==> src/bpPkg.sv <==
`default_nettype none

// Shared widths, depths and counter codes for the gshare predictor
package bpPkg;

	localparam int pcWidth = 32; // Fetch program counter width
	localparam int indexWidth = 8; // PHT index width, also the GHR length
	localparam int phtDepth = 256; // One counter per index value
	localparam int queueDepth = 8; // Branches that may be in flight at once
	localparam int queuePtrWidth = 3; // Enough to address queueDepth entries
	localparam int ctrWidth = 2; // Every PHT counter is two bits
	localparam int statWidth = 16; // Branch and mispredict statistics

	// Two-bit saturating counter codes, MSB gives the direction
	localparam logic [ctrWidth-1:0] ctrStrongNot = 2'b00;
	localparam logic [ctrWidth-1:0] ctrWeakNot = 2'b01;
	localparam logic [ctrWidth-1:0] ctrWeakTaken = 2'b10; // PHT comes out of reset here
	localparam logic [ctrWidth-1:0] ctrStrongTaken = 2'b11;

	// Moves a counter one step toward the actual outcome and sticks at either end
	function automatic logic [ctrWidth-1:0] nextCounter(
		input logic [ctrWidth-1:0] ctr,
		input logic taken
	);
		logic [ctrWidth-1:0] next;
		case (ctr)
			ctrStrongNot: begin
				next = taken ? ctrWeakNot : ctrStrongNot; // Saturates low
			end
			ctrWeakNot: begin
				next = taken ? ctrWeakTaken : ctrStrongNot;
			end
			ctrWeakTaken: begin
				next = taken ? ctrStrongTaken : ctrWeakNot;
			end
			default: begin
				next = taken ? ctrStrongTaken : ctrWeakTaken; // Saturates high
			end
		endcase
		return next;
	endfunction

endpackage

`default_nettype wire

==> src/branchCommit.sv <==
`timescale 1ns/1ps
`default_nettype none

// Commit stage, retires the oldest branch when its outcome arrives
// Trains the PHT, feeds the history and keeps the statistics
module branchCommit import bpPkg::*; (
	input wire logic clk,
	input wire logic rstN,
	input wire logic resolveValid, // Outcome of the oldest branch is here
	input wire logic resolveTaken,
	input wire logic [indexWidth-1:0] headIndex, // Entry the branch was predicted from
	input wire logic [ctrWidth-1:0] headState, // Counter as read at prediction time
	input wire logic headTaken, // Direction that was predicted
	output logic phtWrite,
	output logic [indexWidth-1:0] phtWriteIndex,
	output logic [ctrWidth-1:0] phtWriteState,
	output logic historyShift,
	output logic historyBit,
	output logic mispredict, // One-cycle pulse after a wrong prediction resolves
	output logic [statWidth-1:0] branchCount,
	output logic [statWidth-1:0] mispredictCount
);

	logic wrongWay; // Outcome differs from the predicted direction

	// Training starts from the captured counter
	// A later write to the same entry by a younger branch can be overwritten here
	assign phtWrite = resolveValid;
	assign phtWriteIndex = headIndex;
	assign phtWriteState = nextCounter(headState, resolveTaken);

	// The actual outcome goes into the history, never the prediction
	assign historyShift = resolveValid;
	assign historyBit = resolveTaken;

	assign wrongWay = resolveValid && (resolveTaken != headTaken);

	// Pulse and counters move on the same edge
	always_ff @(posedge clk or negedge rstN) begin
		if (!rstN) begin
			mispredict <= 1'b0;
			branchCount <= '0;
			mispredictCount <= '0;
		end else begin
			mispredict <= wrongWay;
			if (resolveValid) begin
				branchCount <= branchCount + 1'b1; // Wraps silently past 16 bits
			end
			if (wrongWay) begin
				mispredictCount <= mispredictCount + 1'b1;
			end
		end
	end

endmodule

`default_nettype wire

==> src/branchIndex.sv <==
`timescale 1ns/1ps
`default_nettype none

// Index stage of the predictor
// Keeps the global history and hashes it with the fetch PC to address the PHT
module branchIndex import bpPkg::*; (
	input wire logic clk,
	input wire logic rstN,
	input wire logic fetchValid, // Fetch strobe from the front end
	input wire logic [pcWidth-1:0] fetchPc,
	input wire logic historyShift, // Commit stage retires a branch this cycle
	input wire logic historyBit, // Actual outcome of that branch
	output logic [indexWidth-1:0] phtIndex, // Combinational read address into the PHT
	output logic predValid, // Prediction payload is valid this cycle
	output logic [indexWidth-1:0] predIndex // Index the prediction was read from
);

	logic [indexWidth-1:0] ghr; // Global history, newest outcome in bit 0

	// Only the low PC bits take part in the hash
	assign phtIndex = fetchPc[indexWidth-1:0] ^ ghr;

	// History only moves when a branch commits
	// Fetches made while branches are in flight see the older history
	always_ff @(posedge clk or negedge rstN) begin
		if (!rstN) begin
			ghr <= '0;
		end else if (historyShift) begin
			ghr <= {ghr[indexWidth-2:0], historyBit}; // Oldest outcome drops off the top
		end
	end

	// Strobe is delayed one cycle so it lines up with the registered PHT read
	always_ff @(posedge clk or negedge rstN) begin
		if (!rstN) begin
			predValid <= 1'b0;
		end else begin
			predValid <= fetchValid;
		end
	end

	// The index travels with the prediction so commit can write the same entry back
	always_ff @(posedge clk) begin
		if (fetchValid) begin
			predIndex <= phtIndex;
		end
	end

endmodule

`default_nettype wire

==> src/branchPredictor.sv <==
`timescale 1ns/1ps
`default_nettype none

// Top level of the gshare predictor
// Index stage and PHT produce, the queue holds in-flight branches, commit consumes
module branchPredictor import bpPkg::*; (
	input wire logic clk,
	input wire logic rstN,
	input wire logic fetchValid, // Must stay low while queueFull is high
	input wire logic [pcWidth-1:0] fetchPc,
	input wire logic resolveValid, // Outcomes arrive in program order
	input wire logic resolveTaken,
	output logic predValid, // One cycle after fetchValid
	output logic predTaken,
	output logic queueFull,
	output logic [statWidth-1:0] branchCount,
	output logic [statWidth-1:0] mispredictCount,
	output logic mispredict
);

	logic [indexWidth-1:0] phtIndex; // Hashed read address
	logic [indexWidth-1:0] predIndex; // Address the prediction came from
	logic [ctrWidth-1:0] predState; // Counter read for the prediction
	logic historyShift;
	logic historyBit;
	logic phtWrite;
	logic [indexWidth-1:0] phtWriteIndex;
	logic [ctrWidth-1:0] phtWriteState;
	logic [indexWidth-1:0] headIndex;
	logic [ctrWidth-1:0] headState;
	logic headTaken;

	branchIndex index (
		.clk, .rstN, .fetchValid, .fetchPc, .historyShift, .historyBit,
		.phtIndex, .predValid, .predIndex
	);

	gshare pht (
		.clk, .rstN, .readIndex(phtIndex), .phtWrite, .phtWriteIndex, .phtWriteState,
		.state(predState)
	);

	assign predTaken = predState[ctrWidth-1]; // Upper half of the counter range means taken

	branchQueue queue (
		.clk, .rstN,
		.push(predValid), .pushIndex(predIndex), .pushState(predState), .pushTaken(predTaken),
		.pop(resolveValid),
		.headIndex, .headState, .headTaken, .queueEmpty(), .queueFull
	);

	branchCommit commit (
		.clk, .rstN, .resolveValid, .resolveTaken, .headIndex, .headState, .headTaken,
		.phtWrite, .phtWriteIndex, .phtWriteState, .historyShift, .historyBit,
		.mispredict, .branchCount, .mispredictCount
	);

	// Back-pressure is only a level, the front end has to honour it
	assertFetchWhenFull: assert property (
		@(posedge clk) disable iff (!rstN)
		fetchValid |-> !queueFull
	) else $error("Fetch while the branch queue is full");

endmodule

`default_nettype wire

==> src/branchQueue.sv <==
`timescale 1ns/1ps
`default_nettype none

// In-order FIFO of predictions that are waiting for their outcome
// Each entry keeps the PHT index, the counter read at prediction time and the direction
module branchQueue import bpPkg::*; (
	input wire logic clk,
	input wire logic rstN,
	input wire logic push, // New prediction from the index stage
	input wire logic [indexWidth-1:0] pushIndex,
	input wire logic [ctrWidth-1:0] pushState,
	input wire logic pushTaken,
	input wire logic pop, // Oldest branch resolves this cycle
	output logic [indexWidth-1:0] headIndex, // Oldest in-flight branch
	output logic [ctrWidth-1:0] headState,
	output logic headTaken,
	output logic queueEmpty,
	output logic queueFull // Tells the front end to stop fetching
);

	// Payload storage
	logic [indexWidth-1:0] indexMem [queueDepth];
	logic [ctrWidth-1:0] stateMem [queueDepth];
	logic takenMem [queueDepth];

	logic [queuePtrWidth-1:0] wrPtr; // Next free slot
	logic [queuePtrWidth-1:0] rdPtr; // Oldest entry
	logic [queuePtrWidth:0] count; // Occupancy, one bit wider to hold a full queue
	logic [queuePtrWidth:0] level; // Occupancy with the pending push counted

	// Payload is written without reset, the pointers say what is live
	always_ff @(posedge clk) begin
		if (push) begin
			indexMem[wrPtr] <= pushIndex;
			stateMem[wrPtr] <= pushState;
			takenMem[wrPtr] <= pushTaken;
		end
	end

	// Pointers wrap by themselves since the depth is a power of two
	always_ff @(posedge clk or negedge rstN) begin
		if (!rstN) begin
			wrPtr <= '0;
			rdPtr <= '0;
		end else begin
			if (push) begin
				wrPtr <= wrPtr + 1'b1;
			end
			if (pop) begin
				rdPtr <= rdPtr + 1'b1;
			end
		end
	end

	// A push and a pop together leave the count unchanged
	always_ff @(posedge clk or negedge rstN) begin
		if (!rstN) begin
			count <= '0;
		end else begin
			case ({push, pop})
				2'b10: count <= count + 1'b1;
				2'b01: count <= count - 1'b1;
				default: count <= count;
			endcase
		end
	end

	// Head is visible as soon as it is written
	assign headIndex = indexMem[rdPtr];
	assign headState = stateMem[rdPtr];
	assign headTaken = takenMem[rdPtr];

	assign queueEmpty = (count == '0);

	// A fetch accepted now pushes one cycle later
	// Counting the push in flight keeps room for that entry
	assign level = count + {{queuePtrWidth{1'b0}}, push};
	assign queueFull = level >= (queuePtrWidth+1)'(queueDepth);

	assertNoOverflow: assert property (
		@(posedge clk) disable iff (!rstN)
		push |-> count != (queuePtrWidth+1)'(queueDepth)
	) else $error("Push into a full branch queue");

	assertNoUnderflow: assert property (
		@(posedge clk) disable iff (!rstN)
		pop |-> !queueEmpty
	) else $error("Resolve with no branch in flight");

endmodule

`default_nettype wire

==> src/gshare.sv <==
`timescale 1ns/1ps
`default_nettype none

// Pattern history table of two-bit saturating counters
// One synchronous read and one write per cycle
module gshare import bpPkg::*; (
	input wire logic clk,
	input wire logic rstN,
	input wire logic [indexWidth-1:0] readIndex, // Hashed PC and history from the index stage
	input wire logic phtWrite, // Commit stage updates one entry
	input wire logic [indexWidth-1:0] phtWriteIndex,
	input wire logic [ctrWidth-1:0] phtWriteState,
	output logic [ctrWidth-1:0] state // Counter read last cycle, MSB is the direction
);

	logic [ctrWidth-1:0] patternTable [phtDepth];

	// Whole table starts at weakly taken so an untrained branch predicts taken
	// A write to the entry being read lands after the read samples it
	always_ff @(posedge clk or negedge rstN) begin
		if (!rstN) begin
			for (int i = 0; i < phtDepth; i++) begin
				patternTable[i] <= ctrWeakTaken;
			end
		end else if (phtWrite) begin
			patternTable[phtWriteIndex] <= phtWriteState;
		end
	end

	// Read every cycle whether or not a fetch is present
	// The index stage's strobe says which reads matter
	always_ff @(posedge clk or negedge rstN) begin
		if (!rstN) begin
			state <= ctrWeakTaken;
		end else begin
			state <= patternTable[readIndex]; // Old contents on a same-edge write
		end
	end

endmodule

`default_nettype wire

==> config.mk <==
export PLATFORM = sky130hd
export DESIGN_NAME = branchPredictor
export DESIGN_NICKNAME = d
export VERILOG_FILES = /design/src/bpPkg.sv /design/src/branchCommit.sv /design/src/branchIndex.sv /design/src/branchPredictor.sv /design/src/branchQueue.sv /design/src/gshare.sv
export SDC_FILE = /design/constraint.sdc
export NUM_CORES = 1
export LEC_CHECK = 0
export BUFFER_PORTS_ARGS = -buffer_cell sky130_fd_sc_hd__buf_2
export CAP_MARGIN = 20
export CORE_MARGIN = 8
export CORE_UTILIZATION = 55
export CTS_BUF_LIST = sky130_fd_sc_hd__clkbuf_16
export DETAILED_ROUTE_END_ITERATION = 8
export GPL_ROUTABILITY_DRIVEN = 0
export PLACE_DENSITY = 0.8
export SLEW_MARGIN = 20
export SYNTH_ARGS = -nofsm -noshare
export SYNTH_HDL_FRONTEND = slang
export SYNTH_SLANG_ARGS = --single-unit
==> constraint.sdc <==
create_clock -name clk -period 3.6 [get_ports clk]
set_clock_uncertainty 0.1 [all_clocks]
set_input_delay 0.36 -clock clk [delete_from_list [all_inputs] [get_ports clk]]
set_output_delay 0.36 -clock clk [all_outputs]
set_load 0.02 [all_outputs]
==> impl_metrics.xml, run 1 <==
<?xml version="1.0" encoding="UTF-8"?>
<metrics>
  <group name="outcome">
    <metric name="run_status" unit="">completed</metric>
  </group>
  <group name="sta">
    <metric name="final_max_slew_viol_count" unit="">0</metric>
    <metric name="worst_slew_pin_slew" unit="ps">1300</metric>
    <metric name="max_slew_margin" unit="%">13.5</metric>
    <metric name="timing.final.crit_share" unit="%">89.8</metric>
    <metric name="timing_hold_violations_final" unit="">0</metric>
    <metric name="finalCriticalPeriod" unit="ps">3230</metric>
    <metric name="clock.fmax" unit="MHz">309</metric>
    <metric name="grt_setup_unrepaired" unit="">false</metric>
    <metric name="timing.final.setup_violations" unit="">0</metric>
    <metric name="layout_setup_ws" unit="ps">367</metric>
    <metric name="finalSetupTns" unit="ps">0</metric>
  </group>
  <group name="detailed_routing">
    <metric name="detail_route.drc_violations" unit="">0</metric>
    <metric name="postRouteAntennaNets" unit="">0</metric>
    <metric name="routed_via_density" unit="">6.19</metric>
    <metric name="vias_post_dr" unit="">18600</metric>
    <metric name="drt-pass1-iter-count" unit="">7</metric>
    <metric name="dr.first_iter.drc_count" unit="">1395</metric>
    <metric name="routed_wl" unit="um">73500</metric>
    <metric name="wl_per_cell" unit="um">24.4</metric>
  </group>
  <group name="worst_setup_path">
    <metric name="number_of_cells_on_the_critical_path" unit="">6</metric>
    <metric name="reg2reg_from" unit="">queue.rdPtr[0]</metric>
    <metric name="worst_path_dominant_cell_family" unit="">multiplexers</metric>
    <metric name="critical_path_required" unit="ps">4010</metric>
    <metric name="rr_worst_depth" unit="">6</metric>
    <metric name="critical_path_buf_inv_count" unit="">2</metric>
    <metric name="regToRegEndpoint" unit="">pht.patternTable[235]</metric>
    <metric name="critPathLaunchType" unit="">flip-flop</metric>
    <metric name="largest_stage_delay_worst_path" unit="ps">620</metric>
    <metric name="worstPathArrival" unit="ps">3640</metric>
    <metric name="cp_cell_sequence" unit="">buf_12 -&gt; mux4_2 -&gt; mux2_2 -&gt; maj3_4 -&gt; buf_12 -&gt; mux2_1</metric>
    <metric name="crit_path_end_kind" unit="">flip-flop</metric>
    <metric name="worst_setup_path_startpoint" unit="">queue.rdPtr[0]</metric>
    <metric name="crit_top_cell" unit="">buf_12</metric>
    <metric name="reg2reg_slack" unit="ps">370</metric>
    <metric name="criticalPathCategory" unit="">flip-flop to flip-flop</metric>
    <metric name="crit_path_end" unit="">pht.patternTable[235]</metric>
    <metric name="worst_path_max_delay_cell" unit="">mux2_1</metric>
    <metric name="crit_path_max_fanout" unit="">256</metric>
  </group>
  <group name="grt">
    <metric name="groute.usage.overall" unit="%">23.3</metric>
    <metric name="initial_antenna_violation_count" unit="">0</metric>
    <metric name="grt_start_max_net_pins" unit="">257</metric>
    <metric name="first_global_vias" unit="">20000</metric>
    <metric name="global_route.overflow_total" unit="">0</metric>
    <metric name="grt_pass1_wl" unit="um">117000</metric>
  </group>
  <group name="yosys">
    <metric name="synth_async_sr_flop_share" unit="%">86.5</metric>
    <metric name="yosys.cell_count.top_type" unit="">mux2_2</metric>
    <metric name="synthCells" unit="">2145</metric>
    <metric name="ys_top_cells_by_area" unit="">dfrtp_1 (25%), dfstp_2 (22%), mux2_2 (15%)</metric>
    <metric name="predominant_post_synthesis_flop_cell" unit="">dfrtp_1</metric>
    <metric name="synth_largest_type_area_fraction" unit="%">24.9</metric>
    <metric name="yosys.area.top_type" unit="">dfrtp_1</metric>
    <metric name="yosysUniqueCellTypes" unit="">64</metric>
    <metric name="postSynthAreaPerCell" unit="um2">14.5</metric>
    <metric name="ys.warnings.count" unit="">0</metric>
    <metric name="synth_fp_nets" unit="">2191</metric>
    <metric name="syn-cell-area" unit="um2">31000</metric>
    <metric name="synth_seq_area_share" unit="%">55.2</metric>
    <metric name="synthTopCellsByCount" unit="">mux2_2 (416), dfrtp_1 (309), dfstp_2 (257)</metric>
    <metric name="synth-edff-count" unit="">88</metric>
    <metric name="ys_seq_elements" unit="">654</metric>
  </group>
  <group name="clocking">
    <metric name="clkLatencyLatePin" unit="ps">600</metric>
    <metric name="cts.repair_timing.setup_buffer_count" unit="">0</metric>
    <metric name="clkSlewWorstSetupHoldPaths" unit="ps">60</metric>
    <metric name="clock_sink_count" unit="">654</metric>
    <metric name="clockRootBuffer" unit="">clkbuf_16</metric>
    <metric name="cts_max_path_buffers" unit="">3</metric>
    <metric name="cts_max_level" unit="">3</metric>
    <metric name="cts_tree" unit="">yes</metric>
    <metric name="numCtsBuffers" unit="">68</metric>
  </group>
  <group name="cells_and_area">
    <metric name="insertedDiodeCount" unit="">0</metric>
    <metric name="final_layout_size_suffix_gt1_share" unit="%">49.3</metric>
    <metric name="synthToLayoutAreaGrowth" unit="%">11.2</metric>
    <metric name="num-fill-cells" unit="">3989</metric>
    <metric name="number_of_non_filler_instances_in_the_completed_layout" unit="">3008</metric>
    <metric name="nNetsFinal" unit="">2244</metric>
  </group>
  <group name="placed_design">
    <metric name="pre_cts_slack" unit="ps">512</metric>
    <metric name="dp_hpwl" unit="um">46700</metric>
    <metric name="buffer_ports.inserted" unit="">48</metric>
    <metric name="number_of_placed_cells_counting_well_taps" unit="">2880</metric>
  </group>
  <group name="floorplanning">
    <metric name="die_w" unit="um">254</metric>
    <metric name="initial_utilization" unit="%">55.4</metric>
    <metric name="die_area" unit="um2">64300</metric>
    <metric name="die_y" unit="um">254</metric>
    <metric name="placementRows" unit="">87</metric>
    <metric name="io-pin-count" unit="">73</metric>
    <metric name="coreArea" unit="um2">56100</metric>
  </group>
  <group name="pwr">
    <metric name="pwr_per_cell_area" unit="nW/um2">764</metric>
    <metric name="peakVddDrop" unit="mV">1.43</metric>
    <metric name="p_leak" unit="nW">14.5</metric>
  </group>
  <group name="min_path">
    <metric name="hold_class" unit="">input pin to flip-flop</metric>
  </group>
  <group name="job">
    <metric name="max_cap_violations" unit="">0</metric>
  </group>
</metrics>
-- state kept, by name, indices dropped and copies added, names as in the netlist, 2 cells and up --
name                    cells
pht.patternTable          512
queue.indexMem             64
commit.branchCount         16
commit.mispredictCount     16
queue.stateMem             16
index.ghr                   8
index.predIndex             8
queue.count                 4
queue.rdPtr                 3
queue.wrPtr                 3
pht.state                   2
-- cells in the final DEF, fill, tap and decap left out, drive strengths merged, types with 9 or more instances in the layout --
master  instances
a21oi          22
a22oi           9
and3            9
buf           122
clkbuf         73
clkinv         31
dfrtp         309
dfstp         257
edfxtp         88
inv            26
mux2          536
mux2i          75
mux4          116
nand2          96
nand3          23
nand4          12
nor2          274
nor3           11
nor4            9
o221ai         16
o22ai          18
xnor2          29
xor2           19
-- per-layer routing --
metal / vias to the layer above / share of wire (%) / track usage (%)
met3: 158 / 6.1 / 3.74
met2: 625 / 49 / 37.8
met4: 0 / 3.3 / 8.89
met5: - / 0 / 0
met1: 9893 / 42 / 31.6
li1: 7937 / - / -
-- final cells by class --
class	instances	area, um2	share of cell area (%)
Clock buffer	73	1830	5.29
Clock inverter	51	299	0.867
Inverter	12	45.0	0.131
Multi-Input combinational cell	1337	13200	38.3
Sequential cell	654	17100	49.6
Tap cell	756	946	2.74
Timing Repair Buffer	125	1050	3.05
-- metrics by stage --
step / total power, mW / util [%] / hold slack, ps / area (um2)
finish: 26.4 / 61.6 / 187 / 34500
CTS: 26.4 / 61.5 / 157 / 34500
global route: 27.5 / 61.6 / 185 / 34500
detailed placement: 19.6 / 57.7 / 363 / 32300
global placement: 19.1 / 57.7 / 356 / 32300
floorplan: 16.6 / - / -35.6 / 31000
-- worst min-delay path by stage --
stage	from	end	slack, ps	depth (start not counted)
2_1_floorplan	rstN	commit.branchCount[0]	-40	0
3_3_place_gp	rstN	queue.count[3]	360	1
3_5_place_dp	commit.branchCount[15]	commit.branchCount[15]	360	1
4_1_cts	fetchPc[7]	index.predIndex[7]	160	3
5_1_grt	fetchPc[7]	index.predIndex[7]	190	3
6_report	fetchPc[6]	index.predIndex[6]	190	3
-- worst min-delay path, stage by stage --
cell and delay (ps):
buf_2 80, xor2_1 60, buf_4 190
-- power by group --
part           internal, mW  total (mW)  switching [mW]
sequential             9.58        10.5           0.947
clock                  3.86        6.74            2.88
combinational          3.23        9.09            5.85
total                  16.7        26.4            9.68
-- cells by family after synthesis --
kind of cell,synth area share (%)
compound gates,2.42
xor+xnor,1.38
fa+ha+maj,0.451
buf+inv,2.41
flops,55.2
mux,30.4
simple gates,7.76
-- repair_timing --
action	4_1_cts	5_1_grt
hold buffers	3	0
gates resized for setup	0	0
hold endpoints to repair	55	0
No activity file was read; power rests on OpenSTA's default activity.
==> run 2, diff against run 1 <==
Settings changed: PLACE_DENSITY 0.8 to unset, PLACE_DENSITY_LB_ADDON set to 0.25.
Clock period 3.6 ns to 2.73 ns, I/O delays scaled along.
==> run 2 against run 1 <==
Against the previous run: the flow now finishes with violations (negative setup slack); non-clock buffer count is 172 higher; flip-flop and latch count unchanged; clock power up 35%; critical path depth up 2; power up 57%; combinational power grew 100%; highest routed layer unchanged.
==> impl_metrics.xml, run 2 (synthesis results as in run 1) <==
<?xml version="1.0" encoding="UTF-8"?>
<metrics>
  <group name="pwr">
    <metric name="pwr_per_cell_area" unit="nW/um2">1050</metric>
    <metric name="p_leak" unit="nW">16.2</metric>
    <metric name="peakVddDrop" unit="mV">0.919</metric>
  </group>
  <group name="cells_and_area">
    <metric name="num-fill-cells" unit="">3542</metric>
    <metric name="largest_reg_flops" unit="">512</metric>
    <metric name="largest_register" unit="">pht.patternTable</metric>
    <metric name="final_layout_size_suffix_gt1_share" unit="%">63.5</metric>
    <metric name="ff_latch_area" unit="um2">17100</metric>
    <metric name="synthToLayoutAreaGrowth" unit="%">26.3</metric>
    <metric name="nNetsFinal" unit="">2420</metric>
    <metric name="layout.cells.most_common_list" unit="">mux2_2 (344), dfrtp_1 (307), dfstp_2 (257), nor2_4 (204), buf_4 (127)</metric>
    <metric name="insertedDiodeCount" unit="">0</metric>
    <metric name="multiInputGateArea" unit="um2">15300</metric>
    <metric name="mostFrequentLayoutCell" unit="">mux2_2</metric>
    <metric name="layout_top_registers" unit="">pht.patternTable x512, queue.indexMem x64</metric>
  </group>
  <group name="floorplanning">
    <metric name="placementRows" unit="">87</metric>
    <metric name="die_y" unit="um">254</metric>
    <metric name="die_w" unit="um">254</metric>
    <metric name="initial_utilization" unit="%">55.4</metric>
    <metric name="die_area" unit="um2">64300</metric>
    <metric name="io-pin-count" unit="">73</metric>
    <metric name="coreArea" unit="um2">56100</metric>
  </group>
  <group name="detailed_routing">
    <metric name="routed_via_density" unit="">6.21</metric>
    <metric name="vias_post_dr" unit="">19800</metric>
    <metric name="detail_route.drc_violations" unit="">0</metric>
    <metric name="drt-pass1-iter-count" unit="">7</metric>
    <metric name="dr.first_iter.drc_count" unit="">1435</metric>
    <metric name="wl_per_cell" unit="um">26.9</metric>
    <metric name="routed_wl" unit="um">85500</metric>
    <metric name="postRouteAntennaNets" unit="">0</metric>
  </group>
  <group name="sta">
    <metric name="layout_setup_ws" unit="ps">-219</metric>
    <metric name="grt_setup_unrepaired" unit="">true</metric>
    <metric name="timing_hold_violations_final" unit="">0</metric>
    <metric name="finalCriticalPeriod" unit="ps">2950</metric>
    <metric name="timing.final.crit_share" unit="%">108</metric>
    <metric name="max_slew_margin" unit="%">53.1</metric>
    <metric name="worst_slew_pin_slew" unit="ps">697</metric>
    <metric name="clock.fmax" unit="MHz">339</metric>
    <metric name="timing.final.setup_violations" unit="">514</metric>
    <metric name="holdWs" unit="ps">83.7</metric>
    <metric name="final_max_slew_viol_count" unit="">0</metric>
  </group>
  <group name="min_path">
    <metric name="hold_class" unit="">input pin to flip-flop</metric>
  </group>
  <group name="clocking">
    <metric name="cts_tree" unit="">yes</metric>
    <metric name="clockRootBuffer" unit="">clkbuf_16</metric>
    <metric name="cts_max_level" unit="">3</metric>
    <metric name="clock_sink_count" unit="">654</metric>
    <metric name="numCtsBuffers" unit="">71</metric>
    <metric name="clkLatencyLatePin" unit="ps">600</metric>
    <metric name="cts_max_path_buffers" unit="">3</metric>
    <metric name="clkSlewWorstSetupHoldPaths" unit="ps">60</metric>
  </group>
  <group name="grt">
    <metric name="groute.usage.overall" unit="%">25.3</metric>
    <metric name="grt_pass1_wl" unit="um">126000</metric>
    <metric name="first_global_vias" unit="">20700</metric>
    <metric name="grt_start_max_net_pins" unit="">94</metric>
    <metric name="initial_antenna_violation_count" unit="">0</metric>
    <metric name="global_route.overflow_total" unit="">0</metric>
  </group>
  <group name="outcome">
    <metric name="failed_checks" unit="">negative setup slack</metric>
    <metric name="run_status" unit="">finished with violations</metric>
  </group>
  <group name="placed_design">
    <metric name="buffer_ports.inserted" unit="">48</metric>
    <metric name="pre_cts_slack" unit="ps">-310</metric>
    <metric name="dp_hpwl" unit="um">51700</metric>
  </group>
  <group name="worst_setup_path">
    <metric name="critical_path_required" unit="ps">3140</metric>
    <metric name="criticalPathCategory" unit="">flip-flop to flip-flop</metric>
    <metric name="crit_path_end_kind" unit="">flip-flop</metric>
    <metric name="worstPathArrival" unit="ps">3360</metric>
    <metric name="critPathLaunchType" unit="">flip-flop</metric>
    <metric name="crit_path_max_fanout" unit="">86</metric>
  </group>
  <group name="job">
    <metric name="max_cap_violations" unit="">0</metric>
  </group>
</metrics>
## run 2: changes by cell type in the layout (fill, tap and decap cells not counted), moves of 13 or more
cell	delta
nor2_1	-174
mux2_2	-72
mux2_4	+110
buf_4	+71
nand2_1	-13
buf_6	+13
clkbuf_16	+16
buf_12	+62
mux2_1	-38
nor2_4	+158
nor2_2	+16
## run 2: final timing paths
kind	from	to	slack, ps	depth (start not counted)
max	queue.rdPtr[0]	pht.patternTable[367]	-220	8
min	resolveValid	commit.branchCount[2]	80	3
max reg2reg	queue.rdPtr[0]	pht.patternTable[367]	-220	8
min reg2reg	commit.branchCount[15]	commit.branchCount[15]	360	1
max in group asynchronous	rstN	pht.patternTable[399]	1430	3
min in group asynchronous	rstN	queue.wrPtr[2]	110	2
## run 2: report_power, final
group	internal [mW]	total [mW]	switching [mW]
sequential	12.6	13.9	1.31
clock	5.28	9.12	3.84
combinational	7.69	18.2	10.5
total	25.6	41.3	15.6
## run 2: through the flow
stage / instance area, um2 / TNS, ps / util [%] / total power [mW] / std cells
2_1_floorplan: 31500 / -5320 / - / 22.3 / 2145
3_3_place_gp: 34200 / -5700 / 61.0 / 27.7 / 2996
3_5_place_dp: 34200 / -11880 / 61.0 / 28.1 / 2996
4_1_cts: 37800 / -7990 / 67.4 / 38.9 / 3148
5_1_grt: 39200 / -73760 / 70.0 / 42.7 / 3181
6_report: 39200 / -52920 / 70.0 / 41.3 / 3181
## run 2: critical path, stage by stage, from the launching register on
cell and delay [ps]:
dfrtp_2 440, buf_12 140, buf_4 150, buf_4 150, mux4_2 470, mux2_2 310
maj3_4 410, buf_12 210, mux2_1 380
## run 2: cell type report
cell class                      instances  share of cell area, %
Clock buffer                           73                   4.66
Sequential cell                       654                   43.7
Clock inverter                         51                  0.865
Inverter                               12                  0.115
Timing Repair Buffer                  297                   9.24
Tap cell                              756                   2.41
Multi-Input combinational cell       1338                   39.0
## run 2: what timing repair did
item / in CTS / in global routing
setup endpoints to repair: 372 / 520
hold buffers: 3 / 0
cloned: 5 / 18
buffers inserted: 20 / 15
pin swaps: 30 / 62
hold endpoints to repair: 78 / 0
gates resized for setup: 280 / 183
## run 2: routing by layer
| metal | wire length [um] | part of all wire [%] | global-route usage (%) | vias up |
|---|---|---|---|---|
| met5 | 0 | 0 | 0 | - |
| met4 | 3190 | 3.7 | 9.02 | 0 |
| met3 | 5250 | 6.1 | 3.84 | 185 |
| met2 | 41300 | 48 | 40.8 | 662 |
| met1 | 35700 | 42 | 34.9 | 10600 |
| li1 | - | - | - | 8320 |
